===== config.mk =====
export PLATFORM = sky130hd
export DESIGN_NAME = eth_stats_top
export DESIGN_NICKNAME = d
export VERILOG_FILES = /design/src/verilog/eth_stats_pkg.sv /design/src/verilog/stats_if.sv /design/src/verilog/eth_stats_top.sv /design/src/verilog/stats_regs_wb.sv /design/src/verilog/dir_frame_counter.sv
export SDC_FILE = /design/constraint.sdc
export NUM_CORES = 1
export LEC_CHECK = 0
export BUFFER_PORTS_ARGS = -buffer_cell sky130_fd_sc_hd__clkbuf_2
export CAP_MARGIN = 20
export CELL_PAD_IN_SITES_DETAIL_PLACEMENT = 2
export CELL_PAD_IN_SITES_GLOBAL_PLACEMENT = 2
export CORE_MARGIN = 3
export CORE_UTILIZATION = 34
export DETAILED_ROUTE_END_ITERATION = 8
export GPL_TIMING_DRIVEN = 0
export PLACE_DENSITY = 0.84
export SLEW_MARGIN = 20
export SYNTH_ARGS = -nofsm -noshare
export SYNTH_HDL_FRONTEND = slang
export SYNTH_HIERARCHICAL = 1
export SYNTH_SLANG_ARGS = --single-unit

===== constraint.sdc =====
create_clock -name clk -period 2.7 [get_ports clk]
set_input_delay 0.27 -clock clk [delete_from_list [all_inputs] [get_ports clk]]
set_output_delay 0.27 -clock clk [all_outputs]
set_load 0.05 [all_outputs]

===== src/verilog/eth_stats_pkg.sv =====
// Ethernet statistics collector shared widths, register map and bus result codes
package eth_stats_pkg;

	// Counter, timestamp and data bus width
	localparam int cnt_w = 32;

	// Frame length as reported by the MAC
	localparam int len_w = 16;

	// Wishbone byte address width
	localparam int adr_w = 8;

	// Control word bit positions
	localparam int ctrl_enable_bit = 0;
	localparam int ctrl_srst_bit = 1;
	localparam int ctrl_hold_bit = 2;

	// Register offsets one word apart
	typedef enum logic [adr_w-1:0] {
		reg_ctrl = 8'h00,
		reg_time = 8'h04,
		reg_tx_bytes = 8'h08,
		reg_tx_good = 8'h0C,
		reg_tx_bad = 8'h10,
		reg_rx_bytes = 8'h14,
		reg_rx_good = 8'h18,
		reg_rx_bad = 8'h1C
	} reg_addr_e;

	// Outcome of one bus access
	typedef enum logic {
		resp_ack = 1'b0,
		resp_err = 1'b1
	} wb_resp_e;

endpackage

===== src/verilog/stats_if.sv =====
// Link between a direction counter and the register block
`timescale 1ns/1ps

interface stats_if;

	// Running totals from the counter
	logic [eth_stats_pkg::cnt_w-1:0] bytes;
	logic [eth_stats_pkg::cnt_w-1:0] good;
	logic [eth_stats_pkg::cnt_w-1:0] bad;

	// High for one cycle when the totals move
	logic changed;

	// Controls from the register block
	logic enable;
	logic clear;

	modport counter (
		output bytes, good, bad, changed,
		input enable, clear
	);

	modport regs (
		input bytes, good, bad, changed,
		output enable, clear
	);

endinterface


===== src/verilog/eth_stats_top.sv =====
// Ethernet statistics collector top with TX and RX counters behind a Wishbone slave
`timescale 1ns/1ps

module eth_stats_top (
	input logic clk,
	input logic rst_n,

	// Transmit side
	input logic tx_frame_done,
	input logic [eth_stats_pkg::len_w-1:0] tx_frame_len,
	input logic tx_frame_ok,

	// Receive side
	input logic rx_frame_done,
	input logic [eth_stats_pkg::len_w-1:0] rx_frame_len,
	input logic rx_frame_ok,

	// Wishbone classic
	input logic wb_cyc,
	input logic wb_stb,
	input logic wb_we,
	input logic [eth_stats_pkg::adr_w-1:0] wb_adr,
	input logic [eth_stats_pkg::cnt_w-1:0] wb_dat_w,
	input logic [3:0] wb_sel,
	output logic [eth_stats_pkg::cnt_w-1:0] wb_dat_r,
	output logic wb_ack,
	output logic wb_err
);

	stats_if tx_stats ();
	stats_if rx_stats ();

	dir_frame_counter tx_counter_i (
		.clk(clk),
		.rst_n(rst_n),
		.frame_done(tx_frame_done),
		.frame_len(tx_frame_len),
		.frame_ok(tx_frame_ok),
		.cnt(tx_stats.counter)
	);

	dir_frame_counter rx_counter_i (
		.clk(clk),
		.rst_n(rst_n),
		.frame_done(rx_frame_done),
		.frame_len(rx_frame_len),
		.frame_ok(rx_frame_ok),
		.cnt(rx_stats.counter)
	);

	stats_regs_wb regs_i (
		.clk(clk),
		.rst_n(rst_n),
		.tx(tx_stats.regs),
		.rx(rx_stats.regs),
		.wb_cyc(wb_cyc),
		.wb_stb(wb_stb),
		.wb_we(wb_we),
		.wb_adr(wb_adr),
		.wb_dat_w(wb_dat_w),
		.wb_sel(wb_sel),
		.wb_dat_r(wb_dat_r),
		.wb_ack(wb_ack),
		.wb_err(wb_err)
	);

endmodule


===== src/verilog/stats_regs_wb.sv =====
// Wishbone classic register block with control word, timestamp and counter snapshot
`timescale 1ns/1ps

module stats_regs_wb (
	input logic clk,
	input logic rst_n,

	stats_if.regs tx,
	stats_if.regs rx,

	input logic wb_cyc,
	input logic wb_stb,
	input logic wb_we,
	input logic [eth_stats_pkg::adr_w-1:0] wb_adr,
	input logic [eth_stats_pkg::cnt_w-1:0] wb_dat_w,
	input logic [3:0] wb_sel,
	output logic [eth_stats_pkg::cnt_w-1:0] wb_dat_r,
	output logic wb_ack,
	output logic wb_err
);

	// Control bits
	logic enable;
	logic srst;
	logic hold;
	logic [eth_stats_pkg::cnt_w-1:0] ctrl_word;

	// Free-running cycle count
	logic [eth_stats_pkg::cnt_w-1:0] time_cnt;

	// Coherent snapshot
	logic [eth_stats_pkg::cnt_w-1:0] snap_time;
	logic [eth_stats_pkg::cnt_w-1:0] snap_tx_bytes, snap_tx_good, snap_tx_bad;
	logic [eth_stats_pkg::cnt_w-1:0] snap_rx_bytes, snap_rx_good, snap_rx_bad;

	// Bus decode
	logic req;
	logic addr_ok;
	logic ctrl_wr;
	logic [eth_stats_pkg::cnt_w-1:0] rd_data;
	eth_stats_pkg::wb_resp_e resp;

	// New request only while no response is on the bus
	assign req = wb_cyc & wb_stb & ~wb_ack & ~wb_err;
	assign ctrl_wr = req & wb_we & wb_sel[0] & (wb_adr == eth_stats_pkg::reg_ctrl);

	assign tx.enable = enable;
	assign rx.enable = enable;
	assign tx.clear = srst;
	assign rx.clear = srst;

	always_comb begin
		ctrl_word = '0;
		ctrl_word[eth_stats_pkg::ctrl_enable_bit] = enable;
		ctrl_word[eth_stats_pkg::ctrl_srst_bit] = srst;
		ctrl_word[eth_stats_pkg::ctrl_hold_bit] = hold;
	end

	// Address decode and read mux
	always_comb begin
		rd_data = '0;
		addr_ok = 1'b1;
		case (wb_adr)
			eth_stats_pkg::reg_ctrl: rd_data = ctrl_word;
			eth_stats_pkg::reg_time: rd_data = snap_time;
			eth_stats_pkg::reg_tx_bytes: rd_data = snap_tx_bytes;
			eth_stats_pkg::reg_tx_good: rd_data = snap_tx_good;
			eth_stats_pkg::reg_tx_bad: rd_data = snap_tx_bad;
			eth_stats_pkg::reg_rx_bytes: rd_data = snap_rx_bytes;
			eth_stats_pkg::reg_rx_good: rd_data = snap_rx_good;
			eth_stats_pkg::reg_rx_bad: rd_data = snap_rx_bad;
			default: addr_ok = 1'b0;
		endcase

		// Only the control word is writable
		if (addr_ok && (!wb_we || wb_adr == eth_stats_pkg::reg_ctrl)) begin
			resp = eth_stats_pkg::resp_ack;
		end else begin
			resp = eth_stats_pkg::resp_err;
		end
	end

	// Control word with soft reset still writable while set
	always_ff @(posedge clk) begin
		if (!rst_n) begin
			enable <= 1'b0;
			srst <= 1'b0;
			hold <= 1'b0;
		end else if (ctrl_wr) begin
			srst <= wb_dat_w[eth_stats_pkg::ctrl_srst_bit];
			enable <= wb_dat_w[eth_stats_pkg::ctrl_enable_bit]
				& ~wb_dat_w[eth_stats_pkg::ctrl_srst_bit];
			hold <= wb_dat_w[eth_stats_pkg::ctrl_hold_bit]
				& ~wb_dat_w[eth_stats_pkg::ctrl_srst_bit];
		end else if (srst) begin
			enable <= 1'b0;
			hold <= 1'b0;
		end
	end

	// Timestamp and snapshot
	always_ff @(posedge clk) begin
		if (!rst_n || srst) begin
			time_cnt <= '0;
			snap_time <= '0;
			snap_tx_bytes <= '0;
			snap_tx_good <= '0;
			snap_tx_bad <= '0;
			snap_rx_bytes <= '0;
			snap_rx_good <= '0;
			snap_rx_bad <= '0;
		end else begin
			time_cnt <= time_cnt + 1'b1;

			if ((tx.changed || rx.changed) && !hold) begin
				snap_time <= time_cnt;
				snap_tx_bytes <= tx.bytes;
				snap_tx_good <= tx.good;
				snap_tx_bad <= tx.bad;
				snap_rx_bytes <= rx.bytes;
				snap_rx_good <= rx.good;
				snap_rx_bad <= rx.bad;
			end
		end
	end

	// One-cycle response
	always_ff @(posedge clk) begin
		if (!rst_n) begin
			wb_ack <= 1'b0;
			wb_err <= 1'b0;
		end else begin
			wb_ack <= req && (resp == eth_stats_pkg::resp_ack);
			wb_err <= req && (resp == eth_stats_pkg::resp_err);
		end
	end

	// Read data
	always_ff @(posedge clk) begin
		if (req && !wb_we) begin
			wb_dat_r <= rd_data;
		end
	end

endmodule


===== src/verilog/dir_frame_counter.sv =====
// Per-direction frame statistics: byte total, good frames and bad frames
`timescale 1ns/1ps

module dir_frame_counter (
	input logic clk,
	input logic rst_n,

	// End-of-frame strobe from the MAC
	input logic frame_done,
	input logic [eth_stats_pkg::len_w-1:0] frame_len,
	input logic frame_ok,

	stats_if.counter cnt
);

	// Frame length widened to counter size
	logic [eth_stats_pkg::cnt_w-1:0] len_ext;

	// Strobe that actually counts
	logic count_en;

	assign len_ext = {{(eth_stats_pkg::cnt_w - eth_stats_pkg::len_w){1'b0}}, frame_len};
	assign count_en = cnt.enable & frame_done;

	always_ff @(posedge clk) begin
		if (!rst_n || cnt.clear) begin
			cnt.bytes <= '0;
			cnt.good <= '0;
			cnt.bad <= '0;
			cnt.changed <= 1'b0;
		end else begin
			cnt.changed <= 1'b0;

			if (count_en) begin
				cnt.bytes <= cnt.bytes + len_ext;

				// Classification comes straight from the MAC status
				if (frame_ok) begin
					cnt.good <= cnt.good + 1'b1;
				end else begin
					cnt.bad <= cnt.bad + 1'b1;
				end

				// Totals move in this same edge
				cnt.changed <= 1'b1;
			end
		end
	end

endmodule


* Word-level counts from Yosys, hierarchy flattened
Cells that the tools add are included.
** Cells by class
- Equality and inequality tests :: 7
- $mul :: 0
- Bitwise logic cells :: 15
- Shift-type cells :: 0
- Add/subtract/negate cells :: 7
- Multiplexer cells :: 8
- Divide/modulo/power cells :: 0
- Magnitude comparators :: 0
- Reductions and logical operators :: 18
** Operator list (number)
- $pmux 32 s8 :: 1
- $add 32x1->32 const B :: 5
- $add 32x16->32 :: 2
- $eq 8x5->1 const B :: 4
- $eq 8x4->1 const B :: 2
- $and 1x1->1 :: 10
- $eq 8x3->1 const B :: 1
- $logic_not 8->1 :: 1
- $reduce_and 2->1 :: 4
- $reduce_or 8->1 :: 1
- $mux 1 :: 7
- $logic_and 1x1->1 :: 5
- $not 1->1 :: 5
- $logic_not 1->1 :: 3
- $logic_or 1x1->1 :: 3
- $reduce_bool 2->1 :: 1
** Word-level totals
- Memories :: 0
- Bits in read-only memories :: 0
- Logic and storage cells :: 77
- Output and inout port bits :: 34
- Register bits after elaboration :: 487
- Latch bits :: 0
- Input bits :: 85
- RAM bits :: 0

* Longest topological paths before layout
Gate-level depths: netlist of the first run.
- Word-level depth :: 7
- Gate-level depth with buffers :: 10
- Gate-level depth less buffers :: 9

* Cells and area by module
The synthesis of the first run kept the hierarchy.
** By module, submodules not included
- stats_regs_wb :: area an instance 12265.5 µm², sequential area each 6185.9 µm², cells each 1483, times used 1
- dir_frame_counter at tx_counter_i :: area an instance 4828.4 µm², sequential area each 1941.9 µm², cells each 574, times used 1
- dir_frame_counter at rx_counter_i :: area an instance 4803.4 µm², sequential area each 1941.9 µm², cells each 573, times used 1

* Worst setup path after synthesis of the first run
No wires, ideal clock.
- Path kind :: reg-to-reg
- From :: register regs_i.wb_err
- To :: register regs_i/wb_dat_r[0] in the netlist's numbering, enable pin
- Path slack :: 0.070 ns
- Library setup time :: 0.421 ns
- Stages on the path, launching flop included :: 3
- Buffers on the path :: 0
- Clock period less this slack :: 2.630 ns
- Required time :: 2.279 ns
- Arrival time :: 2.208 ns
- Path through :: dfxtp_1 > nand4bb_1 > nor2_1
** On the way
- Longest elaborated chain between the ends :: 3
** RTL lines
- start, declared :: RTL line stats_regs_wb.sv:19 : output logic wb_err
- start signal, assigned :: RTL line stats_regs_wb.sv:134 : wb_err <= req && (resp == eth_stats_pkg::resp_err);
- $not 1->1 :: RTL line stats_regs_wb.sv:44 : assign req = wb_cyc & wb_stb & ~wb_ack & ~wb_err;
- $and 1x1->1 :: RTL line stats_regs_wb.sv:44
- $logic_and 1x1->1 :: RTL line stats_regs_wb.sv:140 : if (req && !wb_we) begin
- end signal, assigned :: RTL line stats_regs_wb.sv:141 : wb_dat_r <= rd_data;
- end, declared :: RTL line stats_regs_wb.sv:17 : output logic [eth_stats_pkg::cnt_w-1:0] wb_dat_r,
No other way between the ends.
A chain may end at the register's enable or synchronous reset.

* Worst setup path in the final report of the first run
- From :: register regs_i.srst (netlist: regs_i/rx.clear)
- To :: register regs_i/snap_tx_bytes[27] in the netlist's numbering
** On the way
- Longest elaborated chain between the ends :: 1
** RTL lines
- start, declared :: RTL line stats_regs_wb.sv:24 : logic srst;
- start signal, assigned :: RTL line stats_regs_wb.sv:90 : srst <= wb_dat_w[eth_stats_pkg::ctrl_srst_bit];
- $logic_or 1x1->1 :: RTL line stats_regs_wb.sv:103 : if (!rst_n || srst) begin
- end signal, assigned :: RTL line stats_regs_wb.sv:117 : snap_tx_bytes <= tx.bytes;
- end, declared :: RTL line stats_regs_wb.sv:33 : logic [eth_stats_pkg::cnt_w-1:0] snap_tx_bytes, snap_tx_good, snap_tx_bad;
No other way between the ends.

==> results of run 1 <==
-- worst max-delay path, cell delays in order (launching register included) --
cell and delay [ns]:
dfxtp_1 0.74, nand2b_1 0.19, buf_4 0.23, clkbuf_1 0.65, clkbuf_1 0.63, a21oi_1 0.10
-- metrics by stage --
step           total power, uW  hold slack, ns  instances  worst slack, ns
4_1_cts                  16000          0.0175       3674          -0.0462
2_1_floorplan             7760           0.417       2630           0.0703
5_1_grt                  16400          0.0449       3678          -0.0121
6_report                 15900          0.0456       3680          -0.0205
3_3_place_gp              7980           0.438       3561            -1.30
3_5_place_dp              8010           0.449       3563           -0.813
-- path summary, 6_finish.rpt --
path | endpoint | depth (start not counted) | slack [ns]
max | regs_i/snap_tx_bytes[27] | 5 | -0.02
min | tx_counter_i/cnt.good[1] | 3 | 0.05
max reg2reg | regs_i/snap_tx_bytes[27] | 5 | -0.02
min reg2reg | regs_i/snap_tx_bytes[21] | 2 | 0.47
-- cells in the final DEF, fill, tap and decap left out, types with 15 or more instances in the layout --
cell type    n
clkbuf_2    95
and4_1      17
edfxtp_1    32
and3_1      31
mux2i_1     22
nand4_1     40
o211ai_1    28
clkbuf_1   108
nand2_1    617
o21ai_0     65
dfxtp_1    454
a22o_1      28
a22oi_1     29
nor4_1      16
a21oi_1    348
nand3_1     75
inv_1       27
xnor2_1     57
buf_2       15
mux2_2      22
or3_1       40
ha_1        33
nor2_1     189
clkbuf_16   58
nor3_1      18
xor2_1      94
-- state kept, by name, indices dropped and copies added (netlist names), 32 cells and up --
register,cells
regs_i/wb_dat_r,32
rx_counter_i/cnt.bytes,32
tx_counter_i/cnt.bad,32
rx_counter_i/cnt.bad,32
regs_i/snap_rx_good,32
regs_i/snap_tx_bad,32
tx_counter_i/cnt.good,32
regs_i/snap_time,32
regs_i/snap_rx_bad,32
rx_counter_i/cnt.good,32
regs_i/snap_tx_bytes,32
tx_counter_i/cnt.bytes,32
regs_i/snap_tx_good,32
regs_i/time_cnt,32
regs_i/snap_rx_bytes,32
-- cells by family (layout without fill, tap and decap cells) --
family	count (synthesis)	after routing
compound gates	597	597
other cells	0	2
simple gates	1131	1131
mux	47	47
buf+inv	177	379
fa+ha+maj	39	39
xor+xnor	152	152
flops	487	487
-- per-layer routing --
metal | up-vias | GRT usage | routed length [um]
met1 | 10490 | 0.327 | 39100
li1 | 9441 | - | -
met2 | 512 | 0.460 | 44400
met3 | 178 | 0.0515 | 4920
met4 | 6 | 0.115 | 4180
met5 | - | 0 | 34
-- final cells by class --
cell class | instances | share of cell area
clock inverter | 28 | 0.0131
timing repair buffer | 100 | 0.0219
buffer | 150 | 0.0258
clock buffer | 74 | 0.0625
inverter | 27 | 0.00395
tap | 846 | 0.0413
antenna | 2 | 0.000195
multi-input combinational | 1966 | 0.438
sequential | 487 | 0.393
-- synth_stat cells (all sizes together), types with 27 or more instances --
| master | instances | area, um^2 |
|---|---|---|
| xnor2 | 57 | 499 |
| dfxtp | 455 | 9110 |
| nand3 | 79 | 415 |
| or3 | 42 | 273 |
| a22o | 28 | 245 |
| nand2 | 617 | 2320 |
| and3 | 35 | 239 |
| a22oi | 29 | 218 |
| nor2 | 194 | 738 |
| nand4 | 41 | 272 |
| clkbuf | 113 | 424 |
| o21ai | 68 | 348 |
| edfxtp | 32 | 961 |
| a21oi | 348 | 1740 |
| xor2 | 95 | 832 |
| ha | 37 | 463 |
| buf | 36 | 198 |
| o211ai | 28 | 210 |
| inv | 27 | 101 |
-- power breakdown --
group | leakage, uW | total (uW) | switching (uW) | internal [uW]
clock | 0.000956 | 8040 | 3210 | 4830
combinational | 0.00376 | 599 | 451 | 148
sequential | 0.00398 | 7280 | 9.52 | 7270
-- repair_timing --
| item | 4_1_cts | 5_1_grt |
|---|---|---|
| pin swaps | 7 | 8 |
| resized for setup | 25 | 21 |
| endpoints found under the hold margin | 3 | 0 |
| hold buffers | 5 | 0 |
| setup endpoints to repair | 199 | 41 |
| buffers inserted | 4 | 4 |
==> results.sh, run 1 <==
export IMPL_status="finished, violations left"
export IMPL_violations="setup timing"
export IMPL_dpl_cell_area_um2=23400
export IMPL_worstSetupPathType="flop to flop"
export IMPL_p_per_area_nw_per_um2=621
export IMPL_cts_buffer_depth=3
export IMPL_avgSynthCellArea_um2=8.33
export IMPL_synthAdderAreaFrac=0.0230
export IMPL_wl_um=92600
export IMPL_drc=0
export IMPL_period_share=1.01
export IMPL_vdd_drop_max_uv=356
export IMPL_cts_sinks=487
export IMPL_synth_seq_area_share=0.460
export IMPL_std_cell_rows=92
export IMPL_ff_latch_area_um2=10100
export IMPL_cp_startpoint="regs_i/rx.clear"
export IMPL_synthCells=2630
export IMPL_r2r_start="regs_i/rx.clear"
export IMPL_holdCritStartpoint="tx_frame_ok"
export IMPL_worst_slew_pin_slew_ns=0.860
export IMPL_hold_violations=0
export IMPL_maxCapViolCount=0
export IMPL_vias=20627
export IMPL_end_kind="flop"
export IMPL_clk_latency_ns=0.61
export IMPL_io_buffers=85
export IMPL_fillCellCount=7029
export IMPL_cts_tree="done"
export IMPL_synth_distinct_cells=77
export IMPL_yosys_area_share_simple=0.235
export IMPL_ys_warn_count=6
export IMPL_slew_headroom=0.427
export IMPL_start_kind="flop"
export IMPL_multiInputGateArea_um2=11200
export IMPL_fp_dieArea_um2=67500
export IMPL_finClkSkew_ns=0.0177
export IMPL_slew_violations=0
export IMPL_synthXorXnorAreaFrac=0.0608
export IMPL_arrival_ns=3.17
export IMPL_num_io_pins=119
export IMPL_cp_required_ns=3.15
export IMPL_viasPerCell=5.61
export IMPL_fin_util=0.404
export IMPL_drt_pass1_iter_count=5
export IMPL_cts_root_buffer="clkbuf_16"
export IMPL_leakage_uw=0.00870
export IMPL_synth_compound_area_frac=0.163
export IMPL_hpwl_um=69100
export IMPL_synth_nets=2754
export IMPL_first_global_vias=22336
export IMPL_synth_top_family_by_area="simple AND/OR/NAND/NOR gates"
export IMPL_antenna_found_initial=7
export IMPL_rsz0062_at_grt="yes"
export IMPL_clkTransAtPathRegs_ns=0.07
export IMPL_areaGrowthSynthToFinish_pct=17.1
export IMPL_fmax_mhz=368
export IMPL_nets=2910
export IMPL_core_um2=63400
export IMPL_synth_area_um2=21900
export IMPL_path_max_fanout=10
export IMPL_synth_ff_type="dfxtp_1"
export IMPL_grt_max_degree=26
export IMPL_wl_per_cell_um=25.2
export IMPL_muxShareOfSynthArea=0.0245
export IMPL_h_tree_depth=2
export IMPL_initial_utilization=0.345
export IMPL_final_layout_size_suffix_gt1_frac=0.109
export IMPL_setup_violations=3
export IMPL_synth_seq_cells=487
export IMPL_worst_slack_ns=-0.0205
export IMPL_drt_iter0_markers=1493
export IMPL_design_area_um2=25600
export IMPL_grt_remaining_overflow=0
export IMPL_drtAntennaViolNets=0
export IMPL_synth_edf_count=32
export IMPL_place_gp_congestion=0.955
export IMPL_track_usage=0.268
export IMPL_min_path_type="input pin to flop"
export IMPL_finalCriticalPeriod_ns=2.72
export IMPL_fp_dieH_um=260
export IMPL_tns_ns=-0.0415
export IMPL_die_x_um=260
export IMPL_synthArstFlopShare=0
export IMPL_grt_pass1_wl_um=138000
export IMPL_cts_buffers=54
Power figures use the tool's default switching activity.
==> run 2, diff against run 1 <==
- CORE_UTILIZATION: 34 -> 40
- PLACE_DENSITY: 0.84 -> 0.92
- clock period: 2.7 -> 3.3 ns (I/O delays scaled with it)
==> run 2 against run 1 <==
Net effect:
- the run now ends clean
- via count is 7.8% higher
- critical path depth is 2 higher
- clock power shrank 20%
- maximum frequency decreased by 17%
- cell count decreased by 4.4%
- sequential cell count is the same
- die area is 15% lower
- utilization grew 6.1 points
- combinational power shrank 14%
==> results.sh, run 2 (same netlist as run 1, synthesis figures left out) <==
export IMPL_worst_slack_ns=0.00467
export IMPL_areaGrowthSynthToFinish_pct=14.7
export IMPL_worst_slew_pin_slew_ns=1.18
export IMPL_grt_max_degree=28
export IMPL_wl_per_cell_um=30.7
export IMPL_vdd_drop_max_uv=393
export IMPL_std_cell_rows=85
export IMPL_rsz0062_at_grt="no"
export IMPL_fp_dieArea_um2=57600
export IMPL_wl_um=108000
export IMPL_core_um2=54000
export IMPL_maxCapViolCount=0
export IMPL_finClkSkew_ns=0.0367
export IMPL_path_max_fanout=10
export IMPL_worstSetupPathType="flop to flop"
export IMPL_min_path_type="input pin to flop"
export IMPL_p_per_area_nw_per_um2=512
export IMPL_clkTransAtPathRegs_ns=0.06
export IMPL_drc=0
export IMPL_antenna_found_initial=9
export IMPL_drt_iter0_markers=2045
export IMPL_leakage_uw=0.00853
export IMPL_fillCellCount=5938
export IMPL_finalCriticalPeriod_ns=3.30
export IMPL_cts_root_buffer="clkbuf_16"
export IMPL_nets=2900
export IMPL_cts_buffers=54
export IMPL_slew_headroom=0.216
export IMPL_arrival_ns=3.80
export IMPL_final_layout_size_suffix_gt1_frac=0.0936
export IMPL_cts_buffer_depth=3
export IMPL_fp_dieH_um=240
export IMPL_vias=22243
export IMPL_grt_pass1_wl_um=159000
export IMPL_track_usage=0.368
export IMPL_cts_tree="done"
export IMPL_drtAntennaViolNets=0
export IMPL_die_x_um=240
export IMPL_place_gp_congestion=0.994
export IMPL_setup_violations=0
export IMPL_fin_util=0.465
export IMPL_grt_remaining_overflow=0
export IMPL_io_buffers=85
export IMPL_period_share=0.999
export IMPL_cp_required_ns=3.80
export IMPL_viasPerCell=6.32
export IMPL_start_kind="flop"
export IMPL_final_common_cell="nand2_1"
export IMPL_h_tree_depth=2
export IMPL_final_cell_mix="617 x nand2_1, 455 x dfxtp_1, 348 x a21oi_1"
export IMPL_stdcell_count=3519
export IMPL_hpwl_um=72600
export IMPL_end_kind="flop"
export IMPL_initial_utilization=0.405
export IMPL_slew_violations=0
export IMPL_fmax_mhz=303
export IMPL_cts_sinks=487
export IMPL_clk_latency_ns=0.64
export IMPL_placed_cells=3412
export IMPL_num_io_pins=119
export IMPL_first_global_vias=24121
export IMPL_drt_pass1_iter_count=6
export IMPL_hold_violations=0
export IMPL_pre_cts_slack_ns=-0.229
export IMPL_status="finished clean"
==> run 2: final timing paths <==
kind | startpoint | endpoint | slack, ns | cells after the start
worst max-delay path | tx_counter_i/cnt.changed | regs_i/snap_tx_bytes[24] | 0.005 | 7
worst min-delay path | wb_we | regs_i/wb_err | 0.11 | 3
worst max register to register | tx_counter_i/cnt.changed | regs_i/snap_tx_bytes[24] | 0.005 | 7
worst min register to register | regs_i/snap_rx_bytes[31] | regs_i/snap_rx_bytes[31] | 0.46 | 2
==> run 2: layout make-up <==
class                   instances  area [um^2]  area share
repair buffers                 90          483      0.0192
clock buffers                  83         1630      0.0650
inverters                      27          101     0.00404
clock inverters                17          199     0.00792
multi-input cells            1966        11100       0.443
flip-flops and latches        487        10100       0.401
plain buffers                 150          632      0.0252
well taps                     696          871      0.0347
diodes                          3         7.51    0.000299
==> run 2: report_power, final <==
group          switching [uW]  internal [uW]  total, uW
Combinational             396            119        515
Sequential               8.94           5950       5960
Clock                    2680           3710       6400
==> run 2: critical path, stage by stage, from the launching register on <==
cell	delay [ns]
dfxtp_1	0.38
nor2_1	0.18
or2_2	0.14
clkbuf_1	0.52
clkbuf_1	0.92
clkbuf_1	0.52
nand2_1	0.18
a21oi_1	0.32
==> run 2: through the flow <==
stage	power, uW	hold slack [ns]	cell area (um^2)	setup TNS, ns
finish	12900	0.106	25100	0
detailed placement	6560	0.454	23200	-1.14
floorplan	6350	0.432	21900	0
global route	13200	0.123	25100	0
global placement	6530	0.441	23200	-2.63
CTS	12900	0.0800	25100	0
==> run 2: timing repair <==
action / CTS / global route
endpoints found under the hold margin: 3 / 0
endpoints found under the setup margin: 8 / 8
resized for setup: 2 / 1
pin swaps: 0 / 1
setup buffers: 0 / 1
hold buffers: 3 / 0
cloned: 0 / 0
==> run 2: layer usage <==
| layer | up-vias | wire length, um | track usage |
|---|---|---|---|
| met5 | - | 11 | 0 |
| met1 | 11271 | 40700 | 0.424 |
| met3 | 397 | 8150 | 0.0723 |
| met4 | 2 | 7690 | 0.224 |
| met2 | 1165 | 51600 | 0.631 |
| li1 | 9408 | - | - |
